--- config.mk ---
export PLATFORM = sky130hd
export DESIGN_NAME = bch_encoder_top
export DESIGN_NICKNAME = d
export VERILOG_FILES = /design/src/bch_pkg.sv /design/src/bch_cfg_regs.sv /design/src/bch_encoder_top.sv /design/src/bch_frame_ctrl.sv /design/src/bch_lfsr_byte.sv /design/src/bchencoder_data_ps.sv
export SDC_FILE = /design/constraint.sdc
export NUM_CORES = 2
export LEC_CHECK = 0
export BUFFER_PORTS_ARGS = -buffer_cell sky130_fd_sc_hd__buf_4
export CAP_MARGIN = 40
export CORE_UTILIZATION = 61
export CTS_BUF_LIST = sky130_fd_sc_hd__clkbuf_4
export CTS_CLUSTER_SIZE = 20
export DETAILED_ROUTE_END_ITERATION = 16
export PLACE_DENSITY = 0.82
export SLEW_MARGIN = 15
export SYNTH_ARGS = -nofsm -noshare
export SYNTH_HDL_FRONTEND = slang
export SYNTH_SLANG_ARGS = --single-unit
--- constraint.sdc ---
create_clock -name sys_clk -period 14.24 [get_ports sys_clk]
set_input_delay 1.424 -clock sys_clk [delete_from_list [all_inputs] [get_ports sys_clk]]
set_output_delay 1.424 -clock sys_clk [all_outputs]
set_load 0.02 [all_outputs]
--- src/bch_pkg.sv ---
package bch_pkg;

	// ############################################################
	// Basic types
	// ############################################################

	typedef logic [7:0]   byte_t;      // One stream or parity byte
	typedef logic [3:0]   ldpc_mode_t; // LDPC code rate index
	typedef logic [191:0] parity_t;    // Remainder, right aligned

	typedef struct packed {
		logic       frame_mode; // 0 normal frame, 1 short frame
		ldpc_mode_t ldpc_mode;
	} bch_mode_s;

	typedef struct packed {
		byte_t data;
		logic  valid;
		logic  sof;
		logic  eof;
	} stream_in_s;

	typedef struct packed {
		byte_t data;
		logic  valid;
		logic  sof;
		logic  parity;      // Byte belongs to the appended parity
		logic  parity_head; // First parity byte of the frame
		logic  eof;         // Last parity byte of the frame
	} stream_out_s;

	typedef struct packed {
		logic        cyc;
		logic        stb;
		logic        we;
		logic [3:0]  adr;
		logic [31:0] dat_w;
	} wb_req_s;

	typedef struct packed {
		logic        ack;
		logic [31:0] dat_r;
	} wb_rsp_s;

	typedef enum logic [1:0] {IDLE, DATA, PARITY} ctrl_state_e;

	// Register map, CTRL holds frame_mode in bit 4 and ldpc_mode in bits 3:0
	localparam logic [3:0] REG_CTRL   = 4'h0;
	localparam logic [3:0] REG_STATUS = 4'h4;

	// ############################################################
	// Generator polynomials
	// ############################################################

	// Minimal polynomials g1..g12 of the normal frame code, degree 16 each
	localparam logic [16:0] MPOLY_N [12] = '{
		17'h1002D, 17'h10173, 17'h10FBD, 17'h15A55, 17'h11F2F, 17'h1F7B5,
		17'h1AF65, 17'h17367, 17'h10EA1, 17'h175A7, 17'h13A2D, 17'h11AE3
	};

	// Short frame code works over GF(2^14)
	localparam logic [14:0] MPOLY_S [12] = '{
		15'h402B, 15'h4941, 15'h4647, 15'h5591, 15'h6B55, 15'h6389,
		15'h6CE5, 15'h4F21, 15'h460F, 15'h5A49, 15'h5811, 15'h65EF
	};

	// Multiplies the first count minimal polynomials and drops the leading term
	function automatic parity_t gen_product(input logic short_frame, input int count);
		logic [207:0] acc;
		logic [207:0] prod;
		logic [16:0]  m;
		int           top;
		acc = 208'd1;
		for (int i = 0; i < count; i++) begin
			m = short_frame ? {2'b00, MPOLY_S[i]} : MPOLY_N[i];
			prod = '0;
			for (int j = 0; j < 17; j++) begin
				if (m[j])
					prod = prod ^ (acc << j);
			end
			acc = prod;
		end
		top = short_frame ? count * 14 : count * 16;
		acc[top] = 1'b0;
		return acc[191:0];
	endfunction

	localparam parity_t GPOLY_N8  = gen_product(1'b0, 8);  // t=8, degree 128
	localparam parity_t GPOLY_N10 = gen_product(1'b0, 10); // t=10, degree 160
	localparam parity_t GPOLY_N12 = gen_product(1'b0, 12); // t=12, degree 192
	localparam parity_t GPOLY_S12 = gen_product(1'b1, 12); // Short frame, degree 168

	// Number of parity bytes appended for a given mode
	function automatic logic [4:0] parity_bytes(input bch_mode_s m);
		logic [4:0] n;
		if (m.frame_mode)
			n = 5'd21;
		else begin
			case (m.ldpc_mode)
				4'd5, 4'd8:  n = 5'd20;
				4'd9, 4'd10: n = 5'd16;
				default:     n = 5'd24;
			endcase
		end
		return n;
	endfunction

endpackage

--- src/bch_cfg_regs.sv ---
`timescale 1ns/1ps

module bch_cfg_regs (
	input  logic              sys_clk,
	input  logic              rst_n,
	input  bch_pkg::wb_req_s  wb_req,
	output bch_pkg::wb_rsp_s  wb_rsp,
	input  logic              frame_done,
	output bch_pkg::bch_mode_s mode
);

	logic        req;
	logic        ack_q;
	logic [31:0] dat_r_q;
	logic [15:0] frame_cnt;

	assign req = wb_req.cyc && wb_req.stb && !ack_q; // New request, not the one being acked

	// ############################################################
	// Control state and counter
	// ############################################################

	always_ff @(posedge sys_clk) begin
		if (!rst_n) begin
			ack_q     <= 1'b0;
			mode      <= '0;
			frame_cnt <= '0;
		end else begin
			ack_q <= req;
			if (req && wb_req.we && wb_req.adr == bch_pkg::REG_CTRL)
				mode <= bch_pkg::bch_mode_s'(wb_req.dat_w[4:0]);
			if (frame_done && frame_cnt != 16'hFFFF)
				frame_cnt <= frame_cnt + 16'd1; // Saturates at the top
		end
	end

	// Read data is captured with the request and presented with ack
	always_ff @(posedge sys_clk) begin
		if (req) begin
			case (wb_req.adr)
				bch_pkg::REG_CTRL:   dat_r_q <= {27'd0, mode};
				bch_pkg::REG_STATUS: dat_r_q <= {16'd0, frame_cnt};
				default:             dat_r_q <= '0;
			endcase
		end
	end

	assign wb_rsp = '{ack: ack_q, dat_r: dat_r_q};

	// An acknowledge always answers a request seen on the previous clock
	ack_follows_req: assert property (@(posedge sys_clk) disable iff (!rst_n)
		$rose(ack_q) |-> $past(wb_req.cyc && wb_req.stb));

endmodule

--- src/bch_encoder_top.sv ---
`timescale 1ns/1ps

module bch_encoder_top (
	input  logic                 sys_clk,
	input  logic                 rst_n,
	input  logic                 fs_en,
	input  bch_pkg::stream_in_s  in,
	output logic                 in_ready,
	output bch_pkg::stream_out_s out,
	input  bch_pkg::wb_req_s     wb_req,
	output bch_pkg::wb_rsp_s     wb_rsp
);

	bch_pkg::bch_mode_s cfg_mode;   // Live register value
	bch_pkg::bch_mode_s frame_mode; // Mode of the frame in flight
	bch_pkg::byte_t     lfsr_byte;
	bch_pkg::byte_t     ps_byte;
	bch_pkg::parity_t   remainder;
	logic               frame_done;
	logic               lfsr_clr;
	logic               lfsr_shift;
	logic               frame_vld;
	logic               ps_oe;
	logic               ps_oe_head;

	bch_cfg_regs u_cfg_regs (
		.sys_clk    (sys_clk),
		.rst_n      (rst_n),
		.wb_req     (wb_req),
		.wb_rsp     (wb_rsp),
		.frame_done (frame_done),
		.mode       (cfg_mode)
	);

	bch_frame_ctrl u_frame_ctrl (
		.sys_clk      (sys_clk),
		.rst_n        (rst_n),
		.fs_en        (fs_en),
		.in           (in),
		.in_ready     (in_ready),
		.mode         (cfg_mode),
		.lfsr_clr     (lfsr_clr),
		.lfsr_shift   (lfsr_shift),
		.lfsr_byte    (lfsr_byte),
		.frame_mode_q (frame_mode),
		.frame_vld    (frame_vld),
		.ps_oe        (ps_oe),
		.ps_oe_head   (ps_oe_head),
		.ps_byte      (ps_byte),
		.out          (out),
		.frame_done   (frame_done)
	);

	bch_lfsr_byte u_lfsr_byte (
		.sys_clk   (sys_clk),
		.rst_n     (rst_n),
		.fs_en     (fs_en),
		.clr       (lfsr_clr),
		.shift     (lfsr_shift),
		.data      (lfsr_byte),
		.mode      (frame_mode),
		.remainder (remainder)
	);

	bchencoder_data_ps u_data_ps (
		.sys_clk   (sys_clk),
		.fs_en     (fs_en),
		.rst_n     (rst_n),
		.frame_vld (frame_vld),
		.mode      (frame_mode),
		.byte_in   (remainder),
		.oe_head   (ps_oe_head),
		.oe        (ps_oe),
		.byte_out  (ps_byte)
	);

endmodule

--- src/bch_frame_ctrl.sv ---
`timescale 1ns/1ps

module bch_frame_ctrl (
	input  logic                 sys_clk,
	input  logic                 rst_n,
	input  logic                 fs_en,
	input  bch_pkg::stream_in_s  in,
	output logic                 in_ready,
	input  bch_pkg::bch_mode_s   mode,
	output logic                 lfsr_clr,
	output logic                 lfsr_shift,
	output bch_pkg::byte_t       lfsr_byte,
	output bch_pkg::bch_mode_s   frame_mode_q,
	output logic                 frame_vld,
	input  logic                 ps_oe,
	input  logic                 ps_oe_head,
	input  bch_pkg::byte_t       ps_byte,
	output bch_pkg::stream_out_s out,
	output logic                 frame_done
);

	bch_pkg::ctrl_state_e state;
	bch_pkg::bch_mode_s   mode_q;
	bch_pkg::byte_t       data_q;
	logic                 data_vld_q;
	logic                 data_sof_q;
	logic [4:0]           par_cnt;
	logic                 xfer;
	logic                 accept;
	logic                 par_vld;
	logic                 par_last;

	assign in_ready = (state != bch_pkg::PARITY);
	assign xfer     = fs_en && in.valid && in_ready;
	assign accept   = xfer && (in.sof || state == bch_pkg::DATA); // Stray bytes before sof are dropped

	// The sof byte already needs the new mode, later bytes use the snapshot
	assign frame_mode_q = (accept && in.sof) ? mode : mode_q;
	assign lfsr_clr     = accept && in.sof;
	assign lfsr_shift   = accept;
	assign lfsr_byte    = in.data;

	assign par_vld    = ps_oe && (state == bch_pkg::PARITY);
	assign par_last   = par_vld && (par_cnt == bch_pkg::parity_bytes(mode_q) - 5'd1);
	assign frame_done = fs_en && par_last;

	// ############################################################
	// Sequencer
	// ############################################################

	always_ff @(posedge sys_clk) begin
		if (!rst_n) begin
			state      <= bch_pkg::IDLE;
			mode_q     <= '0;
			frame_vld  <= 1'b0;
			data_vld_q <= 1'b0;
			data_sof_q <= 1'b0;
			par_cnt    <= '0;
		end else if (fs_en) begin
			frame_vld  <= accept && in.eof; // LFSR holds the final remainder next cycle
			data_vld_q <= accept;
			data_sof_q <= accept && in.sof;
			if (accept && in.sof)
				mode_q <= mode;
			if (frame_vld)
				par_cnt <= '0;
			else if (par_vld)
				par_cnt <= par_cnt + 5'd1;
			case (state)
				bch_pkg::IDLE,
				bch_pkg::DATA: begin
					if (accept && in.eof)
						state <= bch_pkg::PARITY;
					else if (accept)
						state <= bch_pkg::DATA;
				end
				bch_pkg::PARITY: begin
					if (par_last)
						state <= bch_pkg::IDLE; // Input opens again next fs_en cycle
				end
				default: state <= bch_pkg::IDLE;
			endcase
		end
	end

	always_ff @(posedge sys_clk) begin
		if (fs_en && accept)
			data_q <= in.data;
	end

	// Data bytes and parity bytes never overlap, the parity starts two cycles after frame_vld
	always_comb begin
		out = '0;
		if (data_vld_q) begin
			out.data  = data_q;
			out.valid = 1'b1;
			out.sof   = data_sof_q;
		end else if (par_vld) begin
			out.data        = ps_byte;
			out.valid       = 1'b1;
			out.parity      = 1'b1;
			out.parity_head = ps_oe_head;
			out.eof         = par_last;
		end
	end

	no_input_in_parity: assert property (@(posedge sys_clk) disable iff (!rst_n)
		(state == bch_pkg::PARITY) |-> !(fs_en && in.valid && in_ready));

endmodule

--- src/bch_lfsr_byte.sv ---
`timescale 1ns/1ps

module bch_lfsr_byte (
	input  logic               sys_clk,
	input  logic               rst_n,
	input  logic               fs_en,
	input  logic               clr,
	input  logic               shift,
	input  bch_pkg::byte_t     data,
	input  bch_pkg::bch_mode_s mode,
	output bch_pkg::parity_t   remainder
);

	bch_pkg::parity_t gpoly;
	bch_pkg::parity_t mask;
	bch_pkg::parity_t rem_nxt;
	logic [7:0]       deg;
	logic             fb;

	// Generator degree is always eight times the parity byte count
	always_comb begin
		deg  = {bch_pkg::parity_bytes(mode), 3'b000};
		mask = ~({192{1'b1}} << deg);
		if (mode.frame_mode)
			gpoly = bch_pkg::GPOLY_S12;
		else begin
			case (mode.ldpc_mode)
				4'd5, 4'd8:  gpoly = bch_pkg::GPOLY_N10;
				4'd9, 4'd10: gpoly = bch_pkg::GPOLY_N8;
				default:     gpoly = bch_pkg::GPOLY_N12;
			endcase
		end
	end

	// Eight division steps, most significant data bit first
	always_comb begin
		rem_nxt = clr ? '0 : remainder;
		fb      = 1'b0;
		for (int i = 7; i >= 0; i--) begin
			fb      = data[i] ^ rem_nxt[deg - 8'd1];
			rem_nxt = (rem_nxt << 1) & mask;
			if (fb)
				rem_nxt = rem_nxt ^ gpoly;
		end
	end

	always_ff @(posedge sys_clk) begin
		if (!rst_n)
			remainder <= '0;
		else if (fs_en) begin
			if (shift)
				remainder <= rem_nxt; // With clr this starts from an empty remainder
			else if (clr)
				remainder <= '0;
		end
	end

endmodule

--- src/bchencoder_data_ps.sv ---
`timescale 1ns/1ps

module bchencoder_data_ps (
	input  logic               sys_clk,
	input  logic               fs_en,
	input  logic               rst_n,
	input  logic               frame_vld,
	input  bch_pkg::bch_mode_s mode,
	input  bch_pkg::parity_t   byte_in,
	output logic               oe_head,
	output logic               oe,
	output bch_pkg::byte_t     byte_out
);

	logic [4:0]       byte_num;    // Parity byte count minus one
	logic [4:0]       byte_cnt;
	logic             frame_vld_d;
	bch_pkg::parity_t byte_in_tmp;

	always_ff @(posedge sys_clk) begin
		if (!rst_n) begin
			byte_num    <= '0;
			byte_cnt    <= '0;
			frame_vld_d <= 1'b0;
		end else if (fs_en) begin
			byte_num    <= bch_pkg::parity_bytes(mode) - 5'd1;
			frame_vld_d <= frame_vld;
			if (frame_vld || byte_cnt == byte_num)
				byte_cnt <= '0; // Counter realigns to every new frame
			else
				byte_cnt <= byte_cnt + 5'd1;
		end
	end

	// ############################################################
	// Parity shift register and output tap
	// ############################################################

	always_ff @(posedge sys_clk) begin
		if (fs_en) begin
			if (frame_vld)
				byte_in_tmp <= byte_in;
			else
				byte_in_tmp <= {byte_in_tmp[183:0], 8'h00};
		end
	end

	// Tap sits at the top byte of the remainder for the selected degree
	always_ff @(posedge sys_clk) begin
		if (fs_en) begin
			if (mode.frame_mode)
				byte_out <= byte_in_tmp[167:160];
			else begin
				case (mode.ldpc_mode)
					4'd5, 4'd8:  byte_out <= byte_in_tmp[159:152];
					4'd9, 4'd10: byte_out <= byte_in_tmp[127:120];
					default:     byte_out <= byte_in_tmp[191:184];
				endcase
			end
		end
	end

	always_ff @(posedge sys_clk) begin
		if (!rst_n) begin
			oe      <= 1'b0;
			oe_head <= 1'b0;
		end else if (fs_en) begin
			if (byte_cnt == 5'd0) begin
				oe      <= frame_vld_d; // Window opens or closes only at a wrap
				oe_head <= frame_vld_d;
			end else
				oe_head <= 1'b0;
		end
	end

	head_inside_window: assert property (@(posedge sys_clk) disable iff (!rst_n)
		oe_head |-> oe);

endmodule

# Yosys cells after proc, flatten, opt, wreduce, memory -nomap -nowiden
# Index checks and enable logic that the tools add are counted.
# classes
addsub	6
n_lt_le_gt_ge	1
n_eq_ne	17
n_shift	1
muxes	52
bitwise	25
reduce_logical	29
# op_table
op	count
two-way mux 192 bit	12
AND 192 bit	8
XOR 192 bit	8
case mux 191 bit (2 select lines)	1
NOT 192 bit	1
<< shifter 192 x 8 -> 192 bit (first input constant)	1
binary-select mux 1 bit (select 8 bit)	8
two-way mux 5 bit	7
case mux 16 bit (2 select lines)	1
equality test 4 bit (second input constant)	6
two-way mux 9 bit	2
adder 16 x 1 -> 16 bit (second input constant)	1
inequality test 16 bit (second input constant)	1
case mux 4 bit (2 select lines)	2
case mux 8 bit (2 select lines)	1
logical AND 1 bit	14
equality test 4 x 3 -> 1 bit (second input constant)	3
adder 5 x 1 -> 5 bit (second input constant)	2
equality test 5 bit	2
two-way mux 1 bit	10
OR reduction 2 bit	5
subtractor 5 x 1 -> 5 bit (second input constant)	2
< comparator 8 x 9 -> 1 bit (second input constant)	1
two-way mux 8 bit	1
19 further kinds	31
# totals
ff_bits	482
inputBits	53
output_inout_bits	47
word_cells	153

# Logic depth before layout (Yosys ltp)
# logic_depth
ltp_word	43
mapped_depth	49
ltp_nobuf	37

# Modules after synthesis
# From an unflattened synthesis, not the netlist that was laid out.
# hier_totals
hier_cells	3497
area_unflattened_um2	32214.6
# by_module_without_submodules
mod	instances	cells_each	area_per_inst_um2	seq_area_each_um2
bch_lfsr_byte	1	2633	19824.0	3843.7
bchencoder_data_ps	1	554	9342.7	6246.0
bch_cfg_regs	1	168	1750.4	920.9
bch_frame_ctrl	1	142	1297.5	540.5

# Least setup slack after synthesis
# No wires, ideal clock.
# synth_path
path_kind	input port to flip-flop
start	in fs_en
end	reg u_lfsr_byte.remainder[31]
setup_time_ns	0.117
arrival_time_ns	11.945
required_ns	14.123
slack_ns	2.178
stages	44
n_path_buf	9
path_cell_list	buf_2 > and2_1 > buf_2 > and3_1 > clkbuf_1 > clkbuf_1 > nand4b_1 > and2_1 > clkbuf_1 > inv_1 > clkbuf_1 > clkbuf_1 > buf_1 > ha_1 > clkinv_1 > o41ai_1 > a2111o_1 > a2bb2oi_2 > [... 8 more ...] > nor3_2 > o21ai_0 > and3_1 > o31a_4 > nor3_2 > nor3b_2 > o32a_1 > nor3_4 > nor4b_1 > o31ai_2 > xnor2_2 > xnor3_1 > o221ai_2 > nand3_2 > buf_2 > and3_1 > or4_1 > a32o_1
# synth_between
elab_chain_cells	43
word_cells_on_any_way	68
cone_classes	add/sub (1); eq/ne (4); shift (1); mux (31); bitwise (25); reduce/logical (6)
# synth_lines
element	line_no	source
start: declaration	bch_encoder_top.sv:6	input logic fs_en,
logical AND 1 bit (2 in series)	bch_frame_ctrl.sv:34	assign xfer = fs_en && in.valid && in_ready;
logical AND 1 bit	bch_frame_ctrl.sv:35	assign accept = xfer && (in.sof || state == bch_pkg::DATA);
logical AND 1 bit	bch_frame_ctrl.sv:38, bch_frame_ctrl.sv:39	
two-way mux 5 bit	bch_frame_ctrl.sv:38	assign frame_mode_q = (accept && in.sof) ? mode : mode_q;
equality test 4 bit or equality test 4 x 3 -> 1 bit (tied branches)	bch_pkg.sv:99, bch_lfsr_byte.sv:27	
OR reduction 2 bit	bch_pkg.sv:99, bch_lfsr_byte.sv:27	
case mux 4 bit (2 select lines)	bch_pkg.sv:99	case (m.ldpc_mode)
two-way mux 4 bit	-	
[... 26 more ...]	-	
two-way mux 1 bit (implied by the code)	bch_lfsr_byte.sv:40	fb = data[i] ^ rem_nxt[deg - 8'd1];
XOR 1 bit	bch_lfsr_byte.sv:40	
two-way mux 192 bit	bch_lfsr_byte.sv:42	if (fb)
binary-select mux 1 bit (select 8 bit)	bch_lfsr_byte.sv:40	
two-way mux 1 bit (implied by the code)	bch_lfsr_byte.sv:40	
XOR 1 bit	bch_lfsr_byte.sv:40	
two-way mux 192 bit	bch_lfsr_byte.sv:42	
two-way mux 192 bit	bch_lfsr_byte.sv:51	if (shift)
end signal: assignment	bch_lfsr_byte.sv:52	remainder <= rem_nxt;
end: declaration	bch_lfsr_byte.sv:11	output bch_pkg::parity_t remainder
# Parallel ways exist; a longest one is shown, timed or not. The select of a mux whose other input is x is not followed.
# A chain may end at the register's enable or synchronous reset.

# Final worst setup path
# layout_path
start	in fs_en
end	reg u_lfsr_byte.remainder[140]
# The elaborated chain is that of the path after synthesis.

==> flow_summary.toml <==
[synthesis]
syn-mean-instance-area_um2 = 9.16
synth_top_cell_by_area = "edfxtp_1"
synth_top_flop_cell = "dfxtp_1"
syn-instance-count = 3532
ys_warnings = 0
post_synthesis_instance_area_mm2 = 0.0324
post_synthesis_async_set_or_reset_flop_share_pct = 0
synth-edff-count = 224
synth.top_cells.by_count = "xnor2_1 (704), nand2_1 (511), nor2_1 (268), dfxtp_1 (241), edfxtp_1 (224)"
synth_top_area_share_pct = 20.8
yosysSeqAreaShare_pct = 35.7
yosys.cell_count.top_type = "xnor2_1"
yosys.cell_types.count = 108
post_synth_main_area_contributors = "edfxtp_1 (21%), xnor2_1 (19%), dfxtp_1 (15%)"
synth.ff_latch_count = 465

[clocking]
cts.sink_count = 465
postCtsSetupRepairBufs = 0
clkLatencyLatePin_ps = 1090
worst_path_clk_slew_ps = 70
number_of_resized_instances_in_the_post_cts_repair_step = 0
cts_hold_buf = 0
tritoncts.num_buffers = 130
tritoncts_clock_tree = "done"
clock_tree.htree_level_count = 4
maximum_number_of_buffers_from_clock_root_to_sink = 3
cts_root_buffer = "clkbuf_4"

[pwr]
power-per-cell-area_mw_per_mm2 = 209
internal_power_mw = 3.97
p_sw_mw = 3.57
power_frac_seq_pct = 21.9
proportion_of_total_power_due_to_net_switching_pct = 47.4
irDropWorstVdd_uv = 119
power.combinational.fraction_pct = 60.2
static-leakage-power_nw = 12.9
power.share.clock_pct = 17.9

[timing]
finalSetupViolations = 0
period_needed_ps = 13080
slew-limit-headroom_pct = 26.2
clock.fmax_ghz = 0.0765
setup-tns-final_ps = 0
final-max-slew-violation-count = 0
finalClockSkew_ps = 70.8
timing_hold_violations_final = 0
unrepaired_setup_endpoints_after_global_routing = "no"
layout_worst_path_cycle_share_pct = 91.8
tightest_slew_ps = 1110

[routing]
detailed_router_iteration_count_before_antenna_repair = 7
via_count = 30200
post_drt_via_cell_ratio = 6.79
dr.first_iter.drc_count = 5252
final_routed_wire_length_divided_by_cell_count_um = 33.3
drc = 0
routed_wirelength_um = 148000
ant_nets = 0

[setup_path]
crit_path_frequent_cell = "buf_4"
criticalPathCategory = "in -> reg"
timing.critical_path.slowest_stage_cell = "xnor2_1"
regToRegStartpoint = "u_frame_ctrl.mode_q[3]$_SDFFE_PN0P_"
critical_path.max_stage_delay_ps = 690
r2r_end = "u_lfsr_byte.remainder[140]$_SDFFE_PN0P_"
worstPathRequired_ps = 15190
r2r.worst_path.cells = 39
setup.reg_to_reg.worst_slack_ps = 1200
critPathLaunchType = "input port"
worst_ep_arrival_ps = 14030
critPathCaptureType = "register"
worst-path-max-fanout = 22

[floorplanning]
core-area_mm2 = 0.0524
start_util_pct = 61.7
die_area_mm2 = 0.0540
core.rowCount = 84
floorplan.die.height_um = 232
die_w_um = 232
io_pins = 100

[job]
maxCapViolCount = 0

[final_layout]
finish.net_count = 3704
final_core_util_pct = 68.7
drive_above_1_share_pct = 19.2
area_growth_syn_to_layout_pct = 11.4

[place]
gpl.final_weighted_congestion = 1.16
io_buffers = 56
detailedPlacementHpwl_um = 103000

[global_route]
grt_util_all_layers_pct = 54.7
first_pass_grt_wire_length_um = 205000
grt_antenna_before_repair = 8
grt_start_max_net_pins = 152
grt_overflow = 0
grt_pass1_vias = 27800

[hold_path]
hold_path_depth = 1
hold_path.startpoint = "u_cfg_regs.ack_q$_SDFF_PN0_"
worstHoldPathType = "reg -> reg"
min_delay_worst_endpoint = "u_cfg_regs.ack_q$_SDFF_PN0_"

[run_status]
status = "finished clean"
==> per-stage QoR <==
| step | total power, mW | instance area [um2] | setup slack (ps) | hold slack (ps) | cells |
|---|---|---|---|---|---|
| 2_1_floorplan | 4.44 | 32400 | 2180 | 423 | 3547 |
| 3_3_place_gp | 5.81 | 33900 | 852 | 437 | 4172 |
| 3_5_place_dp | 5.87 | 34100 | 781 | 437 | 4188 |
| 4_1_cts | 7.21 | 35900 | 1790 | 447 | 4426 |
| 5_1_grt | 7.65 | 36000 | 1250 | 480 | 4446 |
| 6_report | 7.54 | 36100 | 1160 | 446 | 4449 |
==> layer usage <==
metal	vias up	global-route usage, %	routed length (um)
met3	822	25.5	23700
li1	12500	-	-
met5	-	0.643	75
met4	6	43.7	14500
met1	14200	65.1	51200
met2	2678	75.0	58600
==> final cells by class <==
class                   count  area, um2
inverters                  19       75.1
well taps                 688        861
multi-input cells        2800      19900
flip-flops and latches    465      11600
repair buffers            228       1860
clock inverters            37        273
diodes                     11       27.5
clock buffers             201       1510
fillers                  4313      16400
==> sequential cells by signal (all words and copies together), names as in the netlist <==
signal / cells
u_cfg_regs.ack_q: 1
u_data_ps.byte_out: 8
u_frame_ctrl.data_q: 8
u_data_ps.oe_head: 1
u_data_ps.oe: 1
u_frame_ctrl.data_vld_q: 1
u_cfg_regs.frame_cnt: 16
u_frame_ctrl.frame_vld: 1
u_frame_ctrl.mode_q: 5
u_frame_ctrl.par_cnt: 5
u_data_ps.byte_in_tmp: 192
u_cfg_regs.dat_r_q: 16
u_frame_ctrl.data_sof_q: 1
u_data_ps.frame_vld_d: 1
u_cfg_regs.mode: 5
u_lfsr_byte.remainder: 192
u_data_ps.byte_cnt: 5
u_frame_ctrl.state: 2
u_data_ps.byte_num: 4
==> worst max-delay path, delay by kind of cell <==
kind | cells | cell delay, ps
simple gates | 13 | 4300
xor+xnor | 5 | 1790
mux | 2 | 830
buf+inv | 6 | 1740
compound gates | 12 | 3580
fa+ha+maj | 1 | 290
==> power groups by stage <==
stage | sequential, mW | clock [mW] | combinational, mW
6_report | 1.65 | 1.35 | 4.54
5_1_grt | 1.66 | 1.43 | 4.57
4_1_cts | 1.64 | 1.35 | 4.22
3_5_place_dp | 1.67 | 0 | 4.19
3_3_place_gp | 1.67 | 0 | 4.14
2_1_floorplan | 1.62 | 0 | 2.82
==> worst max-delay path by stage <==
stage / start / to / slack [ps] / depth (start not counted)
6_report: fs_en / u_lfsr_byte.remainder[140]$_SDFFE_PN0P_ / 1160 / 39
5_1_grt: u_frame_ctrl.state[0]$_SDFFE_PN0P_ / u_lfsr_byte.remainder[45]$_SDFFE_PN0P_ / 1250 / 39
4_1_cts: fs_en / u_lfsr_byte.remainder[45]$_SDFFE_PN0P_ / 1790 / 39
3_5_place_dp: fs_en / u_lfsr_byte.remainder[45]$_SDFFE_PN0P_ / 780 / 39
3_3_place_gp: fs_en / u_lfsr_byte.remainder[45]$_SDFFE_PN0P_ / 850 / 39
2_1_floorplan: fs_en / u_lfsr_byte.remainder[31]$_SDFFE_PN0P_ / 2180 / 44
==> cell families (layout without fill, tap and decap cells) <==
kind of cell / Yosys count / in the layout / synth area share (%)
buf+inv: 282 / 485 / 3.54
fa+ha+maj: 8 / 8 / 0.302
other cells: 1 / 27 / 0.0116
xor+xnor: 893 / 893 / 25.9
mux: 214 / 214 / 7.35
simple gates: 1061 / 1061 / 14.8
compound gates: 608 / 608 / 12.5
flops: 465 / 465 / 35.7
==> layout by cell type (no fill, tap or decap), drive strengths merged, types with 17 or more instances in the layout <==
cell    synthesis  layout
xnor2         707     707
nand2         512     512
nor2          273     273
dfxtp         241     241
buf            75     226
edfxtp        224     224
clkbuf        188     202
mux2          190     190
o21ai         184     184
a21oi         154     154
xor2          148     148
nand3          68      68
nor3           52      52
a22oi          43      43
and2           41      41
xnor3          36      36
a211oi         36      36
clkinv          2      29
nand4          27      27
mux2i          24      24
inv            17      21
a22o           20      20
and3           17      17
o211ai         17      17
a31oi          17      17
Note: power is estimated with default switching activity, not from simulation.
